## src/logic/uart_pkg.sv

```systemverilog
package uart_pkg;

    // receiver sequencer, one state per bit centre still to come
    typedef enum logic [3:0] {
        idle  = 4'd0,   // waiting for start, or checking the start centre
        bit_0 = 4'd1,
        bit_1 = 4'd2,
        bit_2 = 4'd3,
        bit_3 = 4'd4,
        bit_4 = 4'd5,
        bit_5 = 4'd6,
        bit_6 = 4'd7,
        bit_7 = 4'd8,
        stop  = 4'd9    // byte reported at stop centre
    } rx_state_t;

    // 16x oversampling of the serial line
    localparam int oversample = 16;

    // data bits per frame, lsb first, no parity
    localparam int data_bits = 8;

endpackage

```

## src/logic/stream_pkg.sv

```systemverilog
package stream_pkg;

    localparam int byte_width   = 8;
    localparam int word_width   = 2 * byte_width;
    localparam int credit_width = 2;   // holds 0..2 credits

    typedef logic [byte_width-1:0]   byte_t;
    typedef logic [word_width-1:0]   word_t;
    typedef logic [credit_width-1:0] credit_t;

endpackage

```

## src/logic/baud_tick_gen.sv

```systemverilog
`timescale 1ns/100ps

module baud_tick_gen #(
    parameter int tick_divisor = 27
) (
    input  logic clock,
    input  logic reset,
    output logic tick
);

    localparam int count_width = (tick_divisor > 1) ? $clog2(tick_divisor) : 1;

    logic [count_width-1:0] count;

    // tick is registered so the strobe is one clean clock wide
    always_ff @(posedge clock) begin
        if (reset) begin
            count <= '0;
            tick  <= 1'b0;
        end else if (count == count_width'(tick_divisor - 1)) begin
            count <= '0;
            tick  <= 1'b1;   // wrap
        end else begin
            count <= count + 1'b1;
            tick  <= 1'b0;
        end
    end

endmodule

```

## src/logic/uart_rx.sv

```systemverilog
`timescale 1ns/100ps

module uart_rx
    import uart_pkg::*;
    import stream_pkg::*;
(
    input  logic  clock,
    input  logic  reset,
    input  logic  tick,
    input  logic  rxd,
    output byte_t rx_byte,
    output logic  byte_valid
);

    localparam int spacing_width = $clog2(oversample);

    logic [1:0]               rxd_sync;
    logic [1:0]               filter_count;
    logic                     rx_bit;
    logic                     rx_bit_prev;
    logic                     start_edge;
    logic                     locked;
    logic [spacing_width-1:0] spacing;
    logic                     next_bit;
    rx_state_t                state;

    always_ff @(posedge clock) begin
        if (reset) begin
            rxd_sync <= 2'b11;   // line idles high
        end else begin
            rxd_sync <= {rxd_sync[0], rxd};
        end
    end

    // saturating vote counter, moves the filtered bit only at the rails
    always_ff @(posedge clock) begin
        if (reset) begin
            filter_count <= 2'd0;
            rx_bit       <= 1'b1;
            rx_bit_prev  <= 1'b1;
        end else if (tick) begin
            if (!rxd_sync[1] && filter_count != 2'd3) begin
                filter_count <= filter_count + 2'd1;
            end else if (rxd_sync[1] && filter_count != 2'd0) begin
                filter_count <= filter_count - 2'd1;
            end
            if (filter_count == 2'd3) begin
                rx_bit <= 1'b0;
            end else if (filter_count == 2'd0) begin
                rx_bit <= 1'b1;
            end
            rx_bit_prev <= rx_bit;
        end
    end

    assign start_edge = rx_bit_prev && !rx_bit;
    assign next_bit   = tick && locked && (spacing == spacing_width'(oversample - 1));

    // spacing counter wraps once per bit, next_bit lands on bit centres
    always_ff @(posedge clock) begin
        if (reset) begin
            locked  <= 1'b0;
            spacing <= '0;
            state   <= idle;
        end else if (tick) begin
            spacing <= spacing + 1'b1;
            if (!locked) begin
                if (start_edge) begin
                    locked  <= 1'b1;
                    spacing <= spacing_width'(oversample / 2 - 1);   // half a bit to start centre
                end
            end else if (next_bit) begin
                case (state)
                    idle: begin
                        if (rx_bit) begin
                            locked <= 1'b0;   // false start
                        end else begin
                            state <= bit_0;
                        end
                    end
                    bit_7: state <= stop;
                    stop: begin
                        state  <= idle;
                        locked <= 1'b0;   // stop bit not checked
                    end
                    default: state <= rx_state_t'(state + 4'd1);
                endcase
            end
        end
    end

    always_ff @(posedge clock) begin
        if (reset) begin
            rx_byte <= '0;
        end else if (next_bit && (state inside {[bit_0:bit_7]})) begin
            rx_byte <= {rx_bit, rx_byte[data_bits-1:1]};   // lsb first
        end
    end

    assign byte_valid = next_bit && (state == stop);

endmodule

```

## src/logic/rx_fifo.sv

```systemverilog
`timescale 1ns/100ps

module rx_fifo
    import stream_pkg::*;
#(
    parameter int fifo_depth = 8,
    parameter int credits    = 2
) (
    input  logic    clock,
    input  logic    reset,
    input  byte_t   rx_byte,
    input  logic    byte_valid,
    output byte_t   fifo_byte,
    output logic    fifo_valid,
    input  credit_t credit_return,
    output logic    overrun
);

    localparam int ptr_width   = $clog2(fifo_depth);
    localparam int count_width = $clog2(fifo_depth + 1);

    byte_t                  mem [fifo_depth];
    logic [ptr_width-1:0]   wr_ptr;
    logic [ptr_width-1:0]   rd_ptr;
    logic [count_width-1:0] count;
    credit_t                credit_count;
    logic                   full;
    logic                   empty;
    logic                   push;
    logic                   pop;

    assign full  = (count == count_width'(fifo_depth));
    assign empty = (count == '0);
    assign push  = byte_valid && !full;   // line cannot wait, excess is dropped
    assign pop   = !empty && (credit_count != '0);

    assign fifo_valid = pop;   // assembler always takes it
    assign fifo_byte  = mem[rd_ptr];

    always_ff @(posedge clock) begin
        if (push) begin
            mem[wr_ptr] <= rx_byte;
        end
    end

    always_ff @(posedge clock) begin
        if (reset) begin
            wr_ptr <= '0;
            rd_ptr <= '0;
            count  <= '0;
        end else begin
            if (push) begin
                wr_ptr <= wr_ptr + 1'b1;   // depth is a power of two
            end
            if (pop) begin
                rd_ptr <= rd_ptr + 1'b1;
            end
            count <= count + count_width'(push) - count_width'(pop);
        end
    end

    // one credit per byte handed out, returned in pairs by the assembler
    always_ff @(posedge clock) begin
        if (reset) begin
            credit_count <= credit_t'(credits);
        end else begin
            credit_count <= credit_count - credit_t'(pop) + credit_return;
        end
    end

    always_ff @(posedge clock) begin
        if (reset) begin
            overrun <= 1'b0;
        end else if (byte_valid && full) begin
            overrun <= 1'b1;   // sticky
        end
    end

endmodule

```

## src/logic/word_assembler.sv

```systemverilog
`timescale 1ns/100ps

module word_assembler
    import stream_pkg::*;
(
    input  logic    clock,
    input  logic    reset,
    input  byte_t   fifo_byte,
    input  logic    fifo_valid,
    output credit_t credit_return,
    output word_t   word,
    output logic    word_valid,
    input  logic    word_ready
);

    localparam int slots = 2;

    byte_t low_byte;
    byte_t high_byte;
    logic  have_low;
    logic  handoff;

    assign handoff = word_valid && word_ready;

    // no byte arrives while the word is held, the credits are all out
    always_ff @(posedge clock) begin
        if (reset) begin
            have_low   <= 1'b0;
            word_valid <= 1'b0;
        end else if (handoff) begin
            word_valid <= 1'b0;
        end else if (fifo_valid) begin
            if (have_low) begin
                have_low   <= 1'b0;
                word_valid <= 1'b1;   // second byte completes the word
            end else begin
                have_low <= 1'b1;
            end
        end
    end

    always_ff @(posedge clock) begin
        if (fifo_valid && !have_low) begin
            low_byte <= fifo_byte;
        end
        if (fifo_valid && have_low) begin
            high_byte <= fifo_byte;
        end
    end

    assign word          = {high_byte, low_byte};   // first byte in the low half
    assign credit_return = handoff ? credit_t'(slots) : '0;

endmodule

```

## src/logic/serial_rx_top.sv

```systemverilog
`timescale 1ns/100ps

module serial_rx_top
    import stream_pkg::*;
#(
    parameter int tick_divisor = 27,   // 50 MHz clock, 115200 baud
    parameter int fifo_depth   = 8,
    parameter int credits      = 2
) (
    input  logic  clock,
    input  logic  reset,
    input  logic  rxd,
    output word_t word,
    output logic  word_valid,
    input  logic  word_ready,
    output logic  overrun
);

    logic    tick;
    byte_t   rx_byte;
    logic    byte_valid;
    byte_t   fifo_byte;
    logic    fifo_valid;
    credit_t credit_return;

    baud_tick_gen #(
        .tick_divisor (tick_divisor)
    ) baud_tick_gen_i (
        .clock (clock),
        .reset (reset),
        .tick  (tick)
    );

    uart_rx uart_rx_i (
        .clock      (clock),
        .reset      (reset),
        .tick       (tick),
        .rxd        (rxd),
        .rx_byte    (rx_byte),
        .byte_valid (byte_valid)
    );

    rx_fifo #(
        .fifo_depth (fifo_depth),
        .credits    (credits)
    ) rx_fifo_i (
        .clock         (clock),
        .reset         (reset),
        .rx_byte       (rx_byte),
        .byte_valid    (byte_valid),
        .fifo_byte     (fifo_byte),
        .fifo_valid    (fifo_valid),
        .credit_return (credit_return),
        .overrun       (overrun)
    );

    word_assembler word_assembler_i (
        .clock         (clock),
        .reset         (reset),
        .fifo_byte     (fifo_byte),
        .fifo_valid    (fifo_valid),
        .credit_return (credit_return),
        .word          (word),
        .word_valid    (word_valid),
        .word_ready    (word_ready)
    );

endmodule

```

## config.mk

```make
export PLATFORM = sky130hd
export DESIGN_NAME = serial_rx_top
export DESIGN_NICKNAME = d
export VERILOG_FILES = /design/src/logic/uart_pkg.sv /design/src/logic/stream_pkg.sv /design/src/logic/baud_tick_gen.sv /design/src/logic/uart_rx.sv /design/src/logic/rx_fifo.sv /design/src/logic/word_assembler.sv /design/src/logic/serial_rx_top.sv
export SDC_FILE = /design/constraint.sdc
export NUM_CORES = 1
export LEC_CHECK = 0
export BUFFER_PORTS_ARGS = -buffer_cell sky130_fd_sc_hd__buf_2
export CAP_MARGIN = 40
export CELL_PAD_IN_SITES_DETAIL_PLACEMENT = 0
export CELL_PAD_IN_SITES_GLOBAL_PLACEMENT = 2
export CORE_MARGIN = 2
export CORE_UTILIZATION = 47
export DETAILED_ROUTE_END_ITERATION = 8
export PLACE_DENSITY = 0.8
export SETUP_SLACK_MARGIN = 0.2
export SLEW_MARGIN = 20
export SYNTH_ARGS = -nofsm -noshare
export SYNTH_HDL_FRONTEND = slang
export SYNTH_SLANG_ARGS = --single-unit
```

## constraint.sdc

```tcl
create_clock -name clock -period 4.1 [get_ports clock]
set_input_delay 0.205 -clock clock [delete_from_list [all_inputs] [get_ports clock]]
set_output_delay 0.205 -clock clock [all_outputs]
set_load 0.02 [all_outputs]
```

==> reports/results.tsv, run 1 <==
metric	value	unit
Area Overhead vs Synth	15.87	%
Syn Area/Cell	14.93	µm²
Worst-Skew Late Latency	0.51	ns
Synth Cell Area	5181	µm²
io pins	22	
Worst R2R Start	baud_tick_gen_i.tick	
Die ar.	11880	µm²
Period minus WS final	2.482	ns
area post-placement	5376	µm²
count of different cell masters after synthesis	46	
combinational fraction of design power	0.133	
Clock Skew	0.01068	ns
Slew @ Worst Pin	0.8198	ns
core area	10790	µm²
Layout Nets	401	
Slew Limit Fails	0	
CTS tree	yes	
synthesized flop and latch total	127	
antenna fix cells	0	
synth warn	0	
clock power share	0.425	
DR vias	2697	
Sequential Power Share	0.442	
max_cap viols	0	
CP Max Fanout	11	
unrepaired setup endpoints after global routing	no	
Synth async-reset ratio	0	
wirelength, routed	8.060	mm
EDFF count, synth	80	
P_int	2.547	mW
CP startpoint kind	flop	
syn_nets	370	
Setup crit end kind	flop	
sw power	0.9015	mW
Final HPWL DP	5.135	mm
WL per Instance	15.18	µm
post-route cell area	6003	µm²
vias in the first global route	2655	
IO Port Bufs	21	
VDD IR max	0.0002868	V
final setup violation count	0	
CP required	4.23	ns
Fillers	858	
first-pass GRT wire length	13.39	mm
number of DRC markers in iteration 0	173	
Post-route DRC	0	
die width	109.0	µm
fin crit share	0.6055	
pre-CTS setup slack	1.592	ns
Multi-input gate area	1684	µm²
GPL Wtd Cong	0.6994	
register area share after synthesis	0.6453	
die height	109.0	µm
Num CTS Buffers	17	
H-tree levels	4	
Max Clk Rate	402.8	MHz
clock root buffer	clkbuf_8	
Crit Path Category	flop to flop	
antenna-violating nets left	0	
Final WS setup	1.618	ns
register clock-pin slew on the reported worst setup and hold paths	0.06	ns
final hold vios	0	
Max Buffers Root-to-Sink	2	
initial antenna violation count	0	
register area	3343	µm²
Synth Flop Type	edfxtp_1	
Hold Crit Class	input pin to flop	
CTS Sinks	127	
largest net degree at the start of global routing	45	
run status	completed	
Via density	5.079	
switching share of power	0.2614	
GRT Total Usage	0.1524	
power per cell area	574.5	nW/µm²
crit path DAT	2.62	ns
Synth Instances	347	
Initial Util	0.4801	
Setup Buffers After CTS	0	
Leak	1.932	nW
CP Launch Point	baud_tick_gen_i.tick	
setup TNS	0	ns
Remaining Overflow, GRT	0	
share of cells above drive strength 1	0.1841	
hold_ws	0.2533	ns
1st-pass router iterations	6	
FP Rows	38	
relative slew slack	0.4514	
hold_sp	reset	
[critical path, stage by stage (launching register included)]
cell and delay [ns]:
dfxtp_1 0.54, and4_1 0.41, nand4b_2 0.17, inv_1 0.18, nand2_1 0.14, nor2_1 0.66
[logic make-up (layout without fill, tap and decap cells)]
logic type | Yosys count | in the layout | share of synthesized area
simple gates | 89 | 89 | 0.09466
compound gates | 29 | 29 | 0.03381
fa+ha+maj | 19 | 19 | 0.04733
xor+xnor | 15 | 15 | 0.02536
buf+inv | 31 | 75 | 0.02970
flops | 127 | 127 | 0.6453
mux | 37 | 37 | 0.1239
[area by class of cell]
class	instances	area share
clock inverters	15	0.02897
inverters	17	0.01063
repair buffers	26	0.02480
flip-flops and latches	127	0.5569
well taps	140	0.02918
clock buffers	17	0.06899
multi-input cells	189	0.2805
[power by group through the flow]
stage / registers, mW / clock network (mW) / logic [mW]
6_report: 1.53 / 1.47 / 0.457
5_1_grt: 1.54 / 1.56 / 0.523
4_1_cts: 1.54 / 1.50 / 0.447
3_5_place_dp: 1.57 / 0 / 0.442
3_3_place_gp: 1.56 / 0 / 0.437
2_1_floorplan: 1.52 / 0 / 0.410
[stage by stage]
stage / std cells / power [mW] / utilization
2_1_floorplan: 347 / 1.934 / -
3_3_place_gp: 494 / 2.001 / 0.4977
3_5_place_dp: 495 / 2.012 / 0.4981
4_1_cts: 529 / 3.492 / 0.5545
5_1_grt: 531 / 3.624 / 0.5562
6_report: 531 / 3.449 / 0.5562
[synth_stat cells (all sizes together), types with 3 or more instances]
cell type,instances,share of area
nand3,5,0.0048
buf,7,0.012
edfxtp,80,0.46
o21ai,6,0.0058
dfxtp,47,0.18
nor3,4,0.0048
xor2,5,0.0085
nor2b,4,0.0048
mux4,16,0.081
nor2,30,0.022
a211o,3,0.0051
xnor2,10,0.017
mux2,9,0.020
clkbuf,7,0.0051
ha,18,0.043
nand3b,3,0.0043
nand2,9,0.0070
inv,17,0.012
a21oi,15,0.015
nand2b,17,0.021
nor3b,3,0.0043
mux2i,12,0.023
[state kept, by name, indices dropped and copies added (netlist names), named ones only]
register and flops:
uart_rx_i.rx_bit_prev 1, rx_fifo_i.credit_count 2, uart_rx_i.filter_count 2, word_assembler_i.high_byte 8, rx_fifo_i.count 4, rx_fifo_i.overrun 1
uart_rx_i.rx_bit 1, rx_fifo_i.wr_ptr 3, uart_rx_i.locked 1, baud_tick_gen_i.count 5, uart_rx_i.rx_byte 8, uart_rx_i.spacing 4
rx_fifo_i.rd_ptr 3, word_assembler_i.have_low 1, rx_fifo_i.mem 64, uart_rx_i.rxd_sync 2, word_assembler_i.word_valid 1, baud_tick_gen_i.tick 1
word_assembler_i.low_byte 8, uart_rx_i.state 4
[repair_timing]
action | 4_1_cts | 5_1_grt
hold endpoints to repair | 2 | 0
gates resized for setup | 0 | 0
hold buffers | 2 | 0
[layer usage]
metal | vias up | global-route usage | part of all wire
li1 | 1350 | - | -
met1 | 1291 | 0.1927 | 0.47
met2 | 54 | 0.2413 | 0.48
met3 | 2 | 0.05380 | 0.043
met4 | 0 | 0.05769 | 0.0047
met5 | - | 0 | 0
[cell usage in the layout, fill, tap and decap left out, types with 2 or more instances in the layout]
| cell type | netlist | layout |
|---|---|---|
| mux2_2 | 9 | 9 |
| mux4_1 | 16 | 16 |
| inv_6 | 0 | 7 |
| clkbuf_16 | 0 | 16 |
| nand2_1 | 8 | 8 |
| edfxtp_1 | 80 | 80 |
| bufinv_16 | 0 | 2 |
| nand3_1 | 5 | 5 |
| nor3b_1 | 3 | 3 |
| or2_2 | 2 | 2 |
| xor2_1 | 5 | 5 |
| dfxtp_1 | 47 | 47 |
| or3_1 | 2 | 2 |
| clkinvlp_4 | 0 | 2 |
| inv_1 | 17 | 17 |
| nor2b_1 | 4 | 4 |
| nand3b_1 | 3 | 3 |
| xnor2_1 | 10 | 10 |
| a21oi_1 | 14 | 14 |
| mux2i_1 | 12 | 12 |
| nand2b_1 | 17 | 17 |
| a211o_1 | 3 | 3 |
| o21ai_0 | 6 | 6 |
| nand4_1 | 2 | 2 |
| clkinv_4 | 0 | 3 |
| nor2_1 | 30 | 30 |
| dlygate4sd3_1 | 0 | 2 |
| nor3_1 | 3 | 3 |
| buf_2 | 2 | 22 |
| ha_1 | 18 | 18 |
[path summary, 6_finish.rpt]
path | end | slack (ns) | depth (start not counted)
worst max register to register | rx_fifo_i.mem[5][6] | 1.62 | 5
worst min register to register | uart_rx_i.rxd_sync[1] | 0.42 | 1
worst max-delay path | rx_fifo_i.mem[5][6] | 1.62 | 5
worst min-delay path | rx_fifo_i.count[1] | 0.25 | 2
Power figures use the tool's default switching activity.
==> inputs of run 2 (changes only) <==
--- a/config.mk
+++ b/config.mk
@@ -5,14 +5,15 @@
 export SDC_FILE = /design/constraint.sdc
 export NUM_CORES = 1
 export LEC_CHECK = 0
+export ABC_AREA = 1
 export BUFFER_PORTS_ARGS = -buffer_cell sky130_fd_sc_hd__buf_2
 export CAP_MARGIN = 40
 export CELL_PAD_IN_SITES_DETAIL_PLACEMENT = 0
 export CELL_PAD_IN_SITES_GLOBAL_PLACEMENT = 2
 export CORE_MARGIN = 2
-export CORE_UTILIZATION = 47
+export CORE_UTILIZATION = 40
 export DETAILED_ROUTE_END_ITERATION = 8
-export PLACE_DENSITY = 0.8
+export PLACE_DENSITY = 0.76
 export SETUP_SLACK_MARGIN = 0.2
 export SLEW_MARGIN = 20
 export SYNTH_ARGS = -nofsm -noshare
==> constraint.sdc (replaced) <==
create_clock -name clock -period 2.58 [get_ports clock]
set_input_delay 0.129 -clock clock [delete_from_list [all_inputs] [get_ports clock]]
set_output_delay 0.129 -clock clock [all_outputs]
set_load 0.02 [all_outputs]
==> reports/results.tsv, run 2 <==
metric	value	unit	change
run status	completed		
GPL Wtd Cong	0.7420		+6.1%
setup TNS	0	ns	unchanged
largest net degree at the start of global routing	33		-27%
most frequent cell after synthesis	nor2_1		
Remaining Overflow, GRT	0		unchanged
most used cell, CP	inv_1		
Pwr Total	6.206	mW	+80%
final setup violation count	0		unchanged
first-pass GRT wire length	15.94	mm	+19%
io pins	22		unchanged
IO Port Bufs	21		unchanged
max_cap viols	0		unchanged
synth warn	0		unchanged
H-tree levels	4		unchanged
Synth area leader	edfxtp_1		
FP Rows	41		+7.9%
EDFF count, synth	80		unchanged
Initial Util	0.4114		-0.06867
top post-synthesis cells by area	edfxtp_1 (46%), dfxtp_1 (18%), nor2_1 (6.0%)		
Post-route DRC	0		unchanged
share of cells above drive strength 1	0.1410		-0.04309
wirelength, routed	9.503	mm	+18%
Reg2Reg Setup Slack	0.39	ns	-1.22 ns
CTS tree	yes		
Via density	4.670		-8.0%
Synth Cell Area	5234	µm²	+1.0%
antenna-violating nets left	0		unchanged
Die ar.	14020	µm²	+18%
final core occ	0.4882		-0.06803
Worst-Skew Late Latency	0.41	ns	-0.10 ns
relative slew slack	0.4821		+0.03068
Synth async-reset ratio	0		unchanged
antenna fix cells	0		unchanged
count of different cell masters after synthesis	32		-30%
largest register by flop count	rx_fifo_i.mem		
Area Overhead vs Synth	18.67	%	
WL per Instance	13.11	µm	-14%
register area	3343	µm²	unchanged
Fillers	1190		+39%
worst reg2reg path depth	12		+7
commonest non-fill, non-tap cell in the layout	nor2_1		
final hold vios	0		unchanged
Leak	2.352	nW	+22%
critical-path cell list	inv_1 > ha_1 > nand3_1 > nand2_2 > inv_1 > ha_1 > inv_1 > ha_1 > inv_1 > fa_1 > xor2_1 > nor2_1		
syn_nets	526		+42%
Setup crit end kind	flop		
Syn Area/Cell	10.41	µm²	-30%
Period minus WS final	2.186	ns	-0.2959 ns
Multi-input gate area	1618	µm²	-3.9%
clock root buffer	clkbuf_16		
most frequent cells in the layout	nor2_1 (84), nand2_1 (80), edfxtp_1 (80)		
die height	118.4	µm	+8.6%
CP required	2.87	ns	-1.36 ns
hold depth	4		+2
Synth Instances	503		+45%
unrepaired setup endpoints after global routing	no		
CTS Sinks	127		unchanged
Crit Path Category	flop to flop		
Clock Skew	0.006091	ns	-0.004584 ns
1st-pass router iterations	4		-2
Layout Nets	563		+40%
initial antenna violation count	0		unchanged
Num CTS Buffers	17		unchanged
die width	118.4	µm	+8.6%
register clock-pin slew on the reported worst setup and hold paths	0.05	ns	about the same
Largest register FFs	64		unchanged
vias in the first global route	3260		+23%
CP Max Fanout	8		-3
GRT Total Usage	0.1465		-0.005855
crit path DAT	2.47	ns	-0.15 ns
Max Buffers Root-to-Sink	2		unchanged
Worst path max stage delay	0.39	ns	-0.27 ns
CP startpoint kind	flop		
DR vias	3386		+26%
VDD IR max	0.0005014	V	+75%
power per cell area	999.2	nW/µm²	+74%
Post-synth top cells	nor2_1 (84), nand2_1 (81), edfxtp_1 (80), inv_1 (49), dfxtp_1 (47)		
Synth Flop Type	edfxtp_1		
slowest CP cell	fa_1		
Max Clk Rate	457.4	MHz	+14%
Final HPWL DP	6.404	mm	+25%
register area share after synthesis	0.6388		-0.006479
Slew @ Worst Pin	0.7760	ns	-0.04384 ns
Slew Limit Fails	0		unchanged
synthesized flop and latch total	127		unchanged
Hold Crit Class	input pin to flop		
Yosys top cell area share	0.4590		-0.004655
fin crit share	0.8475		+0.2420
core area	12720	µm²	+18%
number of DRC markers in iteration 0	218		+26%
[run 2: cell count changes after synthesis, sizes merged, moves of 12 or more]
cell,before,now
mux4,16,0
nor2,30,86
nand2b,17,0
nand2,9,83
mux2i,12,0
o22ai,0,16
inv,17,52
o21ai,6,45
[run 2: routing by layer]
| layer | global-route usage | up-vias | wire length (µm) |
|---|---|---|---|
| li1 | - | 1764 | - |
| met3 | 0.04344 | 6 | 372 |
| met2 | 0.2301 | 53 | 4454 |
| met5 | 0 | - | 0 |
| met4 | 0.06771 | 0 | 91 |
| met1 | 0.1865 | 1563 | 4584 |
[run 2: layout make-up]
type                            count  area share
Sequential cell                   127      0.5383
Multi-Input combinational cell    308      0.2605
Clock buffer                       19     0.06970
Tap cell                          172     0.03465
Timing Repair Buffer               34     0.03425
Inverter                           52     0.03143
Clock inverter                     13     0.03122
[run 2: power by group]
part | switching (mW) | internal, mW
sequential | 0.0761 | 2.41
combinational | 0.832 | 0.378
clock | 0.815 | 1.70
total | 1.72 | 4.48
[run 2: worst paths after layout]
kind / startpoint / to
hold / removal: word_ready / word_assembler_i.have_low
hold reg to reg: uart_rx_i.rxd_sync[0] / uart_rx_i.rxd_sync[1]
setup / recovery: rx_fifo_i.count[2] / rx_fifo_i.count[2]
setup reg to reg: rx_fifo_i.count[2] / rx_fifo_i.count[2]
[run 2: critical path: cells and delay by family (launching register included)]
family        cells  cell delay, ns
fa+ha+maj         4            1.01
flops             1            0.30
xor+xnor          1            0.14
simple gates      3            0.25
buf+inv           4            0.37
[run 2: kinds of logic (layout without fill, tap and decap cells)]
| family | count (synthesis) | in the layout | synth area share |
|---|---|---|---|
| compound gates | 84 | 84 | 0.08535 |
| xor+xnor | 7 | 7 | 0.01171 |
| fa+ha+maj | 19 | 19 | 0.04686 |
| buf+inv | 68 | 118 | 0.05259 |
| flops | 127 | 127 | 0.6388 |
| simple gates | 198 | 198 | 0.1647 |
[run 2: repair_timing]
item                       CTS  global route
hold endpoints to repair     1             0
gates resized for setup      0             1
hold buffers                 1             0
buffers inserted             0             0
setup endpoints to repair    0             1
[run 2: metrics by stage]
stage                     instances  hold slack [ns]  instance area (µm²)  setup WS [ns]
after detailed placement        692           0.3215                 5572         0.3598
after global routing            725          0.05373                 6211         0.2167
after global placement          691           0.3186                 5557         0.3597
final                           725          0.05689                 6211         0.3935
after floorplan                 503           0.2328                 5234         0.5282
after CTS                       725          0.03655                 6208         0.3416
